### config.mk
export PLATFORM = sky130hd
export DESIGN_NAME = lfsr_tx_top
export DESIGN_NICKNAME = d
export VERILOG_FILES = /design/src/hw/lfsr_tx_pkg.sv /design/src/hw/lfsr_tx_ctrl.sv /design/src/hw/prbs23_lane_gen.sv /design/src/hw/lane_mapper.sv /design/src/hw/lfsr_tx_top.sv
export SDC_FILE = /design/constraint.sdc
export NUM_CORES = 2
export LEC_CHECK = 0
export ABC_CLOCK_PERIOD_IN_PS = 5500
export BUFFER_PORTS_ARGS = -buffer_cell sky130_fd_sc_hd__buf_4
export CAP_MARGIN = 20
export CELL_PAD_IN_SITES_DETAIL_PLACEMENT = 0
export CELL_PAD_IN_SITES_GLOBAL_PLACEMENT = 1
export CORE_MARGIN = 1.5
export CORE_UTILIZATION = 48
export CTS_CLUSTER_SIZE = 25
export DETAILED_ROUTE_END_ITERATION = 8
export PLACE_DENSITY = 0.8
export RECOVER_POWER = 25
export SLEW_MARGIN = 20
export SYNTH_ARGS = -nofsm -noshare
export SYNTH_HDL_FRONTEND = slang
export SYNTH_HIERARCHICAL = 1
export SYNTH_SLANG_ARGS = --single-unit
### constraint.sdc
create_clock -name i_clk -period 5.5 [get_ports i_clk]
set_input_delay 0.825 -clock i_clk [delete_from_list [all_inputs] [get_ports i_clk]]
set_output_delay 0.825 -clock i_clk [all_outputs]
set_load 0.005 [all_outputs]
### src/hw/lfsr_tx_pkg.sv
package lfsr_tx_pkg;

    localparam int NUM_GEN_LANES = 8;
    localparam int NUM_TX_LANES  = 16;

    typedef logic [31:0] lane_word_t;
    typedef logic [22:0] prbs_state_t;
    typedef logic [3:0]  lane_idx_t;

    typedef enum logic [1:0] {
        CMD_IDLE    = 2'd0,
        CMD_CLEAR   = 2'd1,
        CMD_PATTERN = 2'd2,
        CMD_LANE_ID = 2'd3
    } tx_cmd_e;

    typedef enum logic [1:0] {
        LANES_NONE  = 2'd0,
        LANES_0_7   = 2'd1,
        LANES_8_15  = 2'd2,
        LANES_0_15  = 2'd3
    } tx_lanes_e;

    typedef enum logic [1:0] {
        ST_IDLE    = 2'd0,
        ST_CLEAR   = 2'd1,
        ST_PATTERN = 2'd2,
        ST_LANE_ID = 2'd3
    } tx_state_e;

    // Generator 0 first
    localparam prbs_state_t PRBS_SEEDS [NUM_GEN_LANES] = '{
        23'h1DBFBC, 23'h0607BB, 23'h1EC760, 23'h18C0DB,
        23'h010F12, 23'h19CFC9, 23'h0277CE, 23'h1BB807
    };

    localparam logic [3:0] LANE_ID_MARK = 4'b1010; // Framing nibble around each lane id

endpackage

### src/hw/lfsr_tx_ctrl.sv
module lfsr_tx_ctrl
    import lfsr_tx_pkg::*;
#(
    parameter int PATTERN_WORDS = 127,
    parameter int LANE_ID_WORDS = 63
)(
    input  logic      i_clk,
    input  logic      i_rst_n,
    input  tx_cmd_e   i_cmd,
    input  tx_lanes_e i_lanes,
    input  logic      i_enable_reversal,
    output logic      o_gen_clear,
    output logic      o_gen_advance,
    output logic      o_send_pattern,
    output logic      o_send_id,
    output logic      o_reversed,
    output logic      o_tx_done,
    output logic      o_enable_frame
);

    localparam int MAX_WORDS = (PATTERN_WORDS > LANE_ID_WORDS) ? PATTERN_WORDS : LANE_ID_WORDS;
    localparam int CNT_W     = $clog2(MAX_WORDS + 1);
    localparam logic [CNT_W-1:0] PAT_LAST = CNT_W'(PATTERN_WORDS);
    localparam logic [CNT_W-1:0] ID_LAST  = CNT_W'(LANE_ID_WORDS);

    tx_state_e        state;
    tx_cmd_e          cmd_q;
    logic [CNT_W-1:0] word_cnt;
    logic             cmd_start;
    logic             run_end;

    // A command counts only on a change, and only with some lanes enabled
    assign cmd_start = (i_cmd != cmd_q) && (i_cmd != CMD_IDLE) && (i_lanes != LANES_NONE);

    // Counter sits one past the last sent word
    assign run_end = ((state == ST_PATTERN) && (word_cnt == PAT_LAST)) ||
                     ((state == ST_LANE_ID) && (word_cnt == ID_LAST));

    assign o_gen_clear    = (state == ST_CLEAR);
    assign o_gen_advance  = (state == ST_PATTERN);
    assign o_send_pattern = (state == ST_PATTERN) && (word_cnt < PAT_LAST);
    assign o_send_id      = (state == ST_LANE_ID) && (word_cnt < ID_LAST);

    always_ff @(posedge i_clk or negedge i_rst_n) begin
        if (!i_rst_n) begin
            state    <= ST_IDLE;
            cmd_q    <= CMD_IDLE;
            word_cnt <= '0;
        end else begin
            cmd_q <= i_cmd;
            case (state)
                ST_IDLE: begin
                    word_cnt <= '0;
                    if (cmd_start) begin
                        case (i_cmd)
                            CMD_CLEAR:   state <= ST_CLEAR;
                            CMD_PATTERN: state <= ST_PATTERN;
                            CMD_LANE_ID: state <= ST_LANE_ID;
                            default:     state <= ST_IDLE;
                        endcase
                    end
                end
                ST_CLEAR: state <= ST_IDLE; // Single cycle, seeds reload at this edge
                default: begin
                    if (run_end) begin
                        state    <= ST_IDLE;
                        word_cnt <= '0;
                    end else begin
                        word_cnt <= word_cnt + 1'b1;
                    end
                end
            endcase
        end
    end

    always_ff @(posedge i_clk or negedge i_rst_n) begin
        if (!i_rst_n) begin
            o_reversed     <= 1'b0;
            o_tx_done      <= 1'b0;
            o_enable_frame <= 1'b0;
        end else begin
            if ((state == ST_IDLE) && i_enable_reversal)
                o_reversed <= 1'b1; // Sticky until reset
            o_tx_done      <= run_end;
            o_enable_frame <= o_send_pattern || o_send_id;
        end
    end

    assert property (@(posedge i_clk) disable iff (!i_rst_n)
        (state inside {ST_PATTERN, ST_LANE_ID}) |-> (i_lanes != LANES_NONE));

    assert property (@(posedge i_clk) disable iff (!i_rst_n)
        o_tx_done |=> !o_tx_done);

endmodule

### src/hw/prbs23_lane_gen.sv
module prbs23_lane_gen
    import lfsr_tx_pkg::*;
(
    input  logic       i_clk,
    input  logic       i_rst_n,
    input  logic       i_clear,
    input  logic       i_advance,
    output lane_word_t o_gen_word [NUM_GEN_LANES]
);

    // x^23 + x^21 + x^16 + x^8 + x^5 + x^2 + 1
    localparam prbs_state_t TAP_MASK  = 23'h508092;
    localparam int          WORD_BITS = $bits(lane_word_t);

    prbs_state_t state      [NUM_GEN_LANES];
    prbs_state_t state_next [NUM_GEN_LANES];

    // Unrolled 32 bit-steps per generator, first bit lands in bit 0
    always_comb begin
        prbs_state_t s;
        lane_word_t  w;
        logic        fb;
        for (int g = 0; g < NUM_GEN_LANES; g++) begin
            s = state[g];
            w = '0;
            for (int b = 0; b < WORD_BITS; b++) begin
                fb   = ^(s & TAP_MASK);
                w[b] = fb;
                s    = {s[21:0], fb};
            end
            o_gen_word[g] = w;
            state_next[g] = s;
        end
    end

    always_ff @(posedge i_clk or negedge i_rst_n) begin
        if (!i_rst_n)
            state <= PRBS_SEEDS;
        else if (i_clear)
            state <= PRBS_SEEDS;
        else if (i_advance)
            state <= state_next; // Whole word per cycle
    end

    // Lock-up would mean a broken feedback path
    for (genvar g = 0; g < NUM_GEN_LANES; g++) begin : g_no_lockup
        assert property (@(posedge i_clk) disable iff (!i_rst_n) state[g] != '0);
    end

endmodule

### src/hw/lane_mapper.sv
module lane_mapper
    import lfsr_tx_pkg::*;
(
    input  logic       i_clk,
    input  logic       i_rst_n,
    input  tx_lanes_e  i_lanes,
    input  logic       i_send_pattern,
    input  logic       i_send_id,
    input  logic       i_reversed,
    input  lane_word_t i_gen_word [NUM_GEN_LANES],
    output lane_word_t o_lane [NUM_TX_LANES]
);

    logic       lo_on;
    logic       hi_on;
    lane_word_t lane_next [NUM_TX_LANES];

    assign lo_on = (i_lanes == LANES_0_7) || (i_lanes == LANES_0_15);
    assign hi_on = (i_lanes == LANES_8_15) || (i_lanes == LANES_0_15);

    // Marker, 8-bit id, marker, sent twice
    function automatic lane_word_t id_word(input lane_idx_t id);
        logic [15:0] group;
        group = {LANE_ID_MARK, 8'(id), LANE_ID_MARK};
        return {group, group};
    endfunction

    always_comb begin
        lane_idx_t n_idx;
        lane_idx_t src;
        logic      on;
        for (int n = 0; n < NUM_TX_LANES; n++) begin
            n_idx = lane_idx_t'(n);
            // Inverting the index gives 15-n, and 7-j in its low three bits
            src = i_reversed ? ~n_idx : n_idx;
            on  = n_idx[3] ? hi_on : lo_on;
            if (on && i_send_pattern)
                lane_next[n] = i_gen_word[src[2:0]]; // Both halves share generators
            else if (on && i_send_id)
                lane_next[n] = id_word(src);
            else
                lane_next[n] = '0;
        end
    end

    always_ff @(posedge i_clk or negedge i_rst_n) begin
        if (!i_rst_n)
            o_lane <= '{default: '0};
        else
            o_lane <= lane_next;
    end

    // Pattern and identifier runs come from separate FSM states
    assert property (@(posedge i_clk) disable iff (!i_rst_n)
        !(i_send_pattern && i_send_id));

endmodule

### src/hw/lfsr_tx_top.sv
module lfsr_tx_top
    import lfsr_tx_pkg::*;
#(
    parameter int PATTERN_WORDS = 127,
    parameter int LANE_ID_WORDS = 63
)(
    input  logic       i_clk,
    input  logic       i_rst_n,
    input  tx_cmd_e    i_cmd,
    input  tx_lanes_e  i_lanes,
    input  logic       i_enable_reversal,
    output lane_word_t o_lane [NUM_TX_LANES],
    output logic       o_tx_done,
    output logic       o_enable_frame
);

    logic       gen_clear;
    logic       gen_advance;
    logic       send_pattern;
    logic       send_id;
    logic       reversed;
    lane_word_t gen_word [NUM_GEN_LANES];

    lfsr_tx_ctrl #(
        .PATTERN_WORDS (PATTERN_WORDS),
        .LANE_ID_WORDS (LANE_ID_WORDS)
    ) u_ctrl (
        .i_clk             (i_clk),
        .i_rst_n           (i_rst_n),
        .i_cmd             (i_cmd),
        .i_lanes           (i_lanes),
        .i_enable_reversal (i_enable_reversal),
        .o_gen_clear       (gen_clear),
        .o_gen_advance     (gen_advance),
        .o_send_pattern    (send_pattern),
        .o_send_id         (send_id),
        .o_reversed        (reversed),
        .o_tx_done         (o_tx_done),
        .o_enable_frame    (o_enable_frame)
    );

    prbs23_lane_gen u_gen (
        .i_clk      (i_clk),
        .i_rst_n    (i_rst_n),
        .i_clear    (gen_clear),
        .i_advance  (gen_advance),
        .o_gen_word (gen_word)
    );

    lane_mapper u_mapper (
        .i_clk          (i_clk),
        .i_rst_n        (i_rst_n),
        .i_lanes        (i_lanes),
        .i_send_pattern (send_pattern),
        .i_send_id      (send_id),
        .i_reversed     (reversed),
        .i_gen_word     (gen_word),
        .o_lane         (o_lane)
    );

endmodule

==> reports/qor.yml <==
run_status:
  outcome: "complete, but fails checks"
  violations: "capacitance limit, slew limit"
min_path:
  hold_class: "in -> reg"
timing:
  setup_viol: 0
  worst_slew_pin_slew_ns: 4.48
  finalClockSkew_ns: 0.0166
  setup_tns_ns: 0
  slew_violations: 79
  max-slew-margin-rel: -1.99
  rsz0062_at_grt: "false"
  period_needed_ns: 5.24
  final.period_utilization: 0.953
  max_freq_ghz: 0.191
  finalHoldViolCount: 0
drt:
  drc: 0
  detail-route-antenna-nets: 0
  wl_um: 136000
  post_drt_via_cell_ratio: 5.43
  vias: 28200
  dr.pass1.iters: 5
  drt_iter0_drc: 2131
  wl_per_cell_um: 26.2
clock_tree:
  clk_latency_ns: 0.64
  clock-sinks: 710
  cts.hold.buffers_added: 0
  numCtsBuffers: 79
  htree_num_levels: 3
  clkTransAtPathRegs_ns: 0.06
  cts_tree: "done"
  cts_root_buf: "clkbuf_16"
  cts-resized-gates: 0
  cts_buffer_depth: 3
  post_cts_buffers: 0
global_routing:
  grt_first_pass_wirelength_um: 200000
  grt_pass1_vias: 28500
  antenna_found_initial: 1
  grt_max_degree: 140
  overflow: 0
  grt.total_usage: 0.305
synth:
  synthAdderAreaFrac: 0.000300
  ys_seq_area_frac: 0.429
  synth_ff_type: "dfrtp_1"
  synthSimpleGateAreaFrac: 0.0569
  async_reset_ff_frac: 1.00
  synth-edff-count: 0
  synth.distinct_cells: 59
  synth-compound-area-share: 0.0602
  ys_ff_latch: 710
  syn_area_per_cell_sq_um: 12.0
  synthMuxAreaShare: 0.0709
  synth_xor_area_frac: 0.348
  synth_top_family_by_area: "XOR/XNOR gates"
  syn-cell-area_sq_mm: 0.0416
  synthesis.nets: 3476
  synth_cells: 3468
  yosys_warnings: 6
critical_path:
  arrival_ns: 5.74
  crit_required_ns: 6.00
  crit_path_start_kind: "flip-flop"
  critPathKind: "reg -> reg"
  crit_fanout: 7
  cp-end-kind: "flip-flop"
finish:
  nFillCells: 7174
  drive_gt1_frac: 0.236
  antenna_cells: 0
  register_area_sq_mm: 0.0179
  fin_util: 0.580
  final_cell_mix: "639 x buf_4, 639 x xnor2_1, 618 x dfrtp_1, 471 x nor2_1, 295 x mux2i_1"
  area_growth_pct: 19.2
  fin_area_sq_mm: 0.0497
  fin_nets: 3978
  multi_input_area_sq_mm: 0.0224
floorplan:
  coreArea_sq_mm: 0.0855
  die_area_sq_mm: 0.0885
  fp.dieW_um: 298
  fp-row-count: 107
  io_pins: 521
  die_h_um: 298
  start_util: 0.487
place:
  place_congestion: 0.981
  place_hpwl_um: 101000
  io_buffers: 520
  placed_area_sq_mm: 0.0470
flow_run:
  cap_violations: 1
[cell families (layout without fill, tap and decap cells)]
kind of cell,Yosys count,after routing
AOI/OAI and AO/OA,407,407
xor gates and xnor gates,1163,1163
adders and majority gates,1,1
buffers and inverters,288,857
DFF,710,710
muxes,295,295
and+or+nand+nor,604,604
[worst max-delay path: stages (launching register included)]
cell,delay [ns]
dfstp_2,0.55
xnor3_1,0.51
xnor2_1,0.61
xor2_2,0.53
xor3_1,0.65
xnor3_1,0.68
xnor3_1,0.48
xnor3_1,0.28
xor3_1,0.52
mux2i_1,0.22
nor2_1,0.07
[cell usage after synthesis, drive strengths merged, types with 3 or more instances]
master	n	area (sq um)
nor2b	9	56.3
dfstp	91	2390
xor2	218	1970
xor3	42	1000
a32o	3	30.0
o22ai	96	601
a21boi	16	120
nand3	4	20.0
buf	137	858
mux2i	295	2950
nor3	14	70.1
nor2	472	1770
o21ai	57	308
xnor2	661	6010
a21oi	153	766
a31oi	3	18.8
inv	53	199
a211o	7	61.3
dfrtp	619	15500
xnor3	242	5500
o211ai	4	30.0
o21a	5	37.5
a21o	5	37.5
clkbuf	96	363
and3	4	25.0
nand3b	3	22.5
nand2	88	330
a211oi	14	105
a21bo	4	40.0
a311oi	33	289
nand2b	3	18.8
[area by class of cell]
class / count / share of cell area
multi-input combinational: 2470 / 0.450
sequential: 710 / 0.360
timing repair buffer: 656 / 0.102
clock buffer: 115 / 0.0463
tap: 1144 / 0.0288
clock inverter: 33 / 0.00794
inverter: 53 / 0.00403
[metal layers]
layer,GRT usage,part of all wire,vias to the layer above
met5,0,0,-
met4,0.0886,0.030,0
met3,0.0534,0.063,174
met2,0.502,0.48,954
met1,0.412,0.42,14500
li1,-,-,12600
[metrics by stage]
stage	setup WS, ns	std cells	hold WS, ns
6_report	0.259	5181	0.381
3_3_place_gp	0.300	5033	0.510
5_1_grt	0.0851	5181	0.375
4_1_cts	0.296	5181	0.224
3_5_place_dp	0.307	5033	0.516
2_1_floorplan	0.903	3468	0.442
[sequential cells by signal, indices dropped and copies added (netlist names)]
signal and cells:
u_mapper/o_lane 512, u_gen/state 184, u_ctrl/word_cnt 7, u_ctrl/cmd_q 2
u_ctrl/state 2, u_ctrl/o_enable_frame 1, u_ctrl/o_reversed 1, u_ctrl/o_tx_done 1
[path summary, 6_finish.rpt]
path	from	endpoint	slack, ns	cells after the start
setup / recovery	u_gen/state[181]	u_mapper/o_lane[286]	0.26	10
hold / removal	i_cmd[0]	u_ctrl/cmd_q[0]	0.38	1
setup reg to reg	u_gen/state[181]	u_mapper/o_lane[286]	0.26	10
hold reg to reg	u_ctrl/word_cnt[5]	u_ctrl/word_cnt[5]	0.53	1
max in group asynchronous	i_rst_n	u_mapper/o_lane[452]	1.07	1
min in group asynchronous	i_rst_n	u_mapper/o_lane[108]	1.91	1
Power is left out: the tool's default activity adds up to more than one toggle a clock period on the data nets, which glitch-free logic cannot reach.
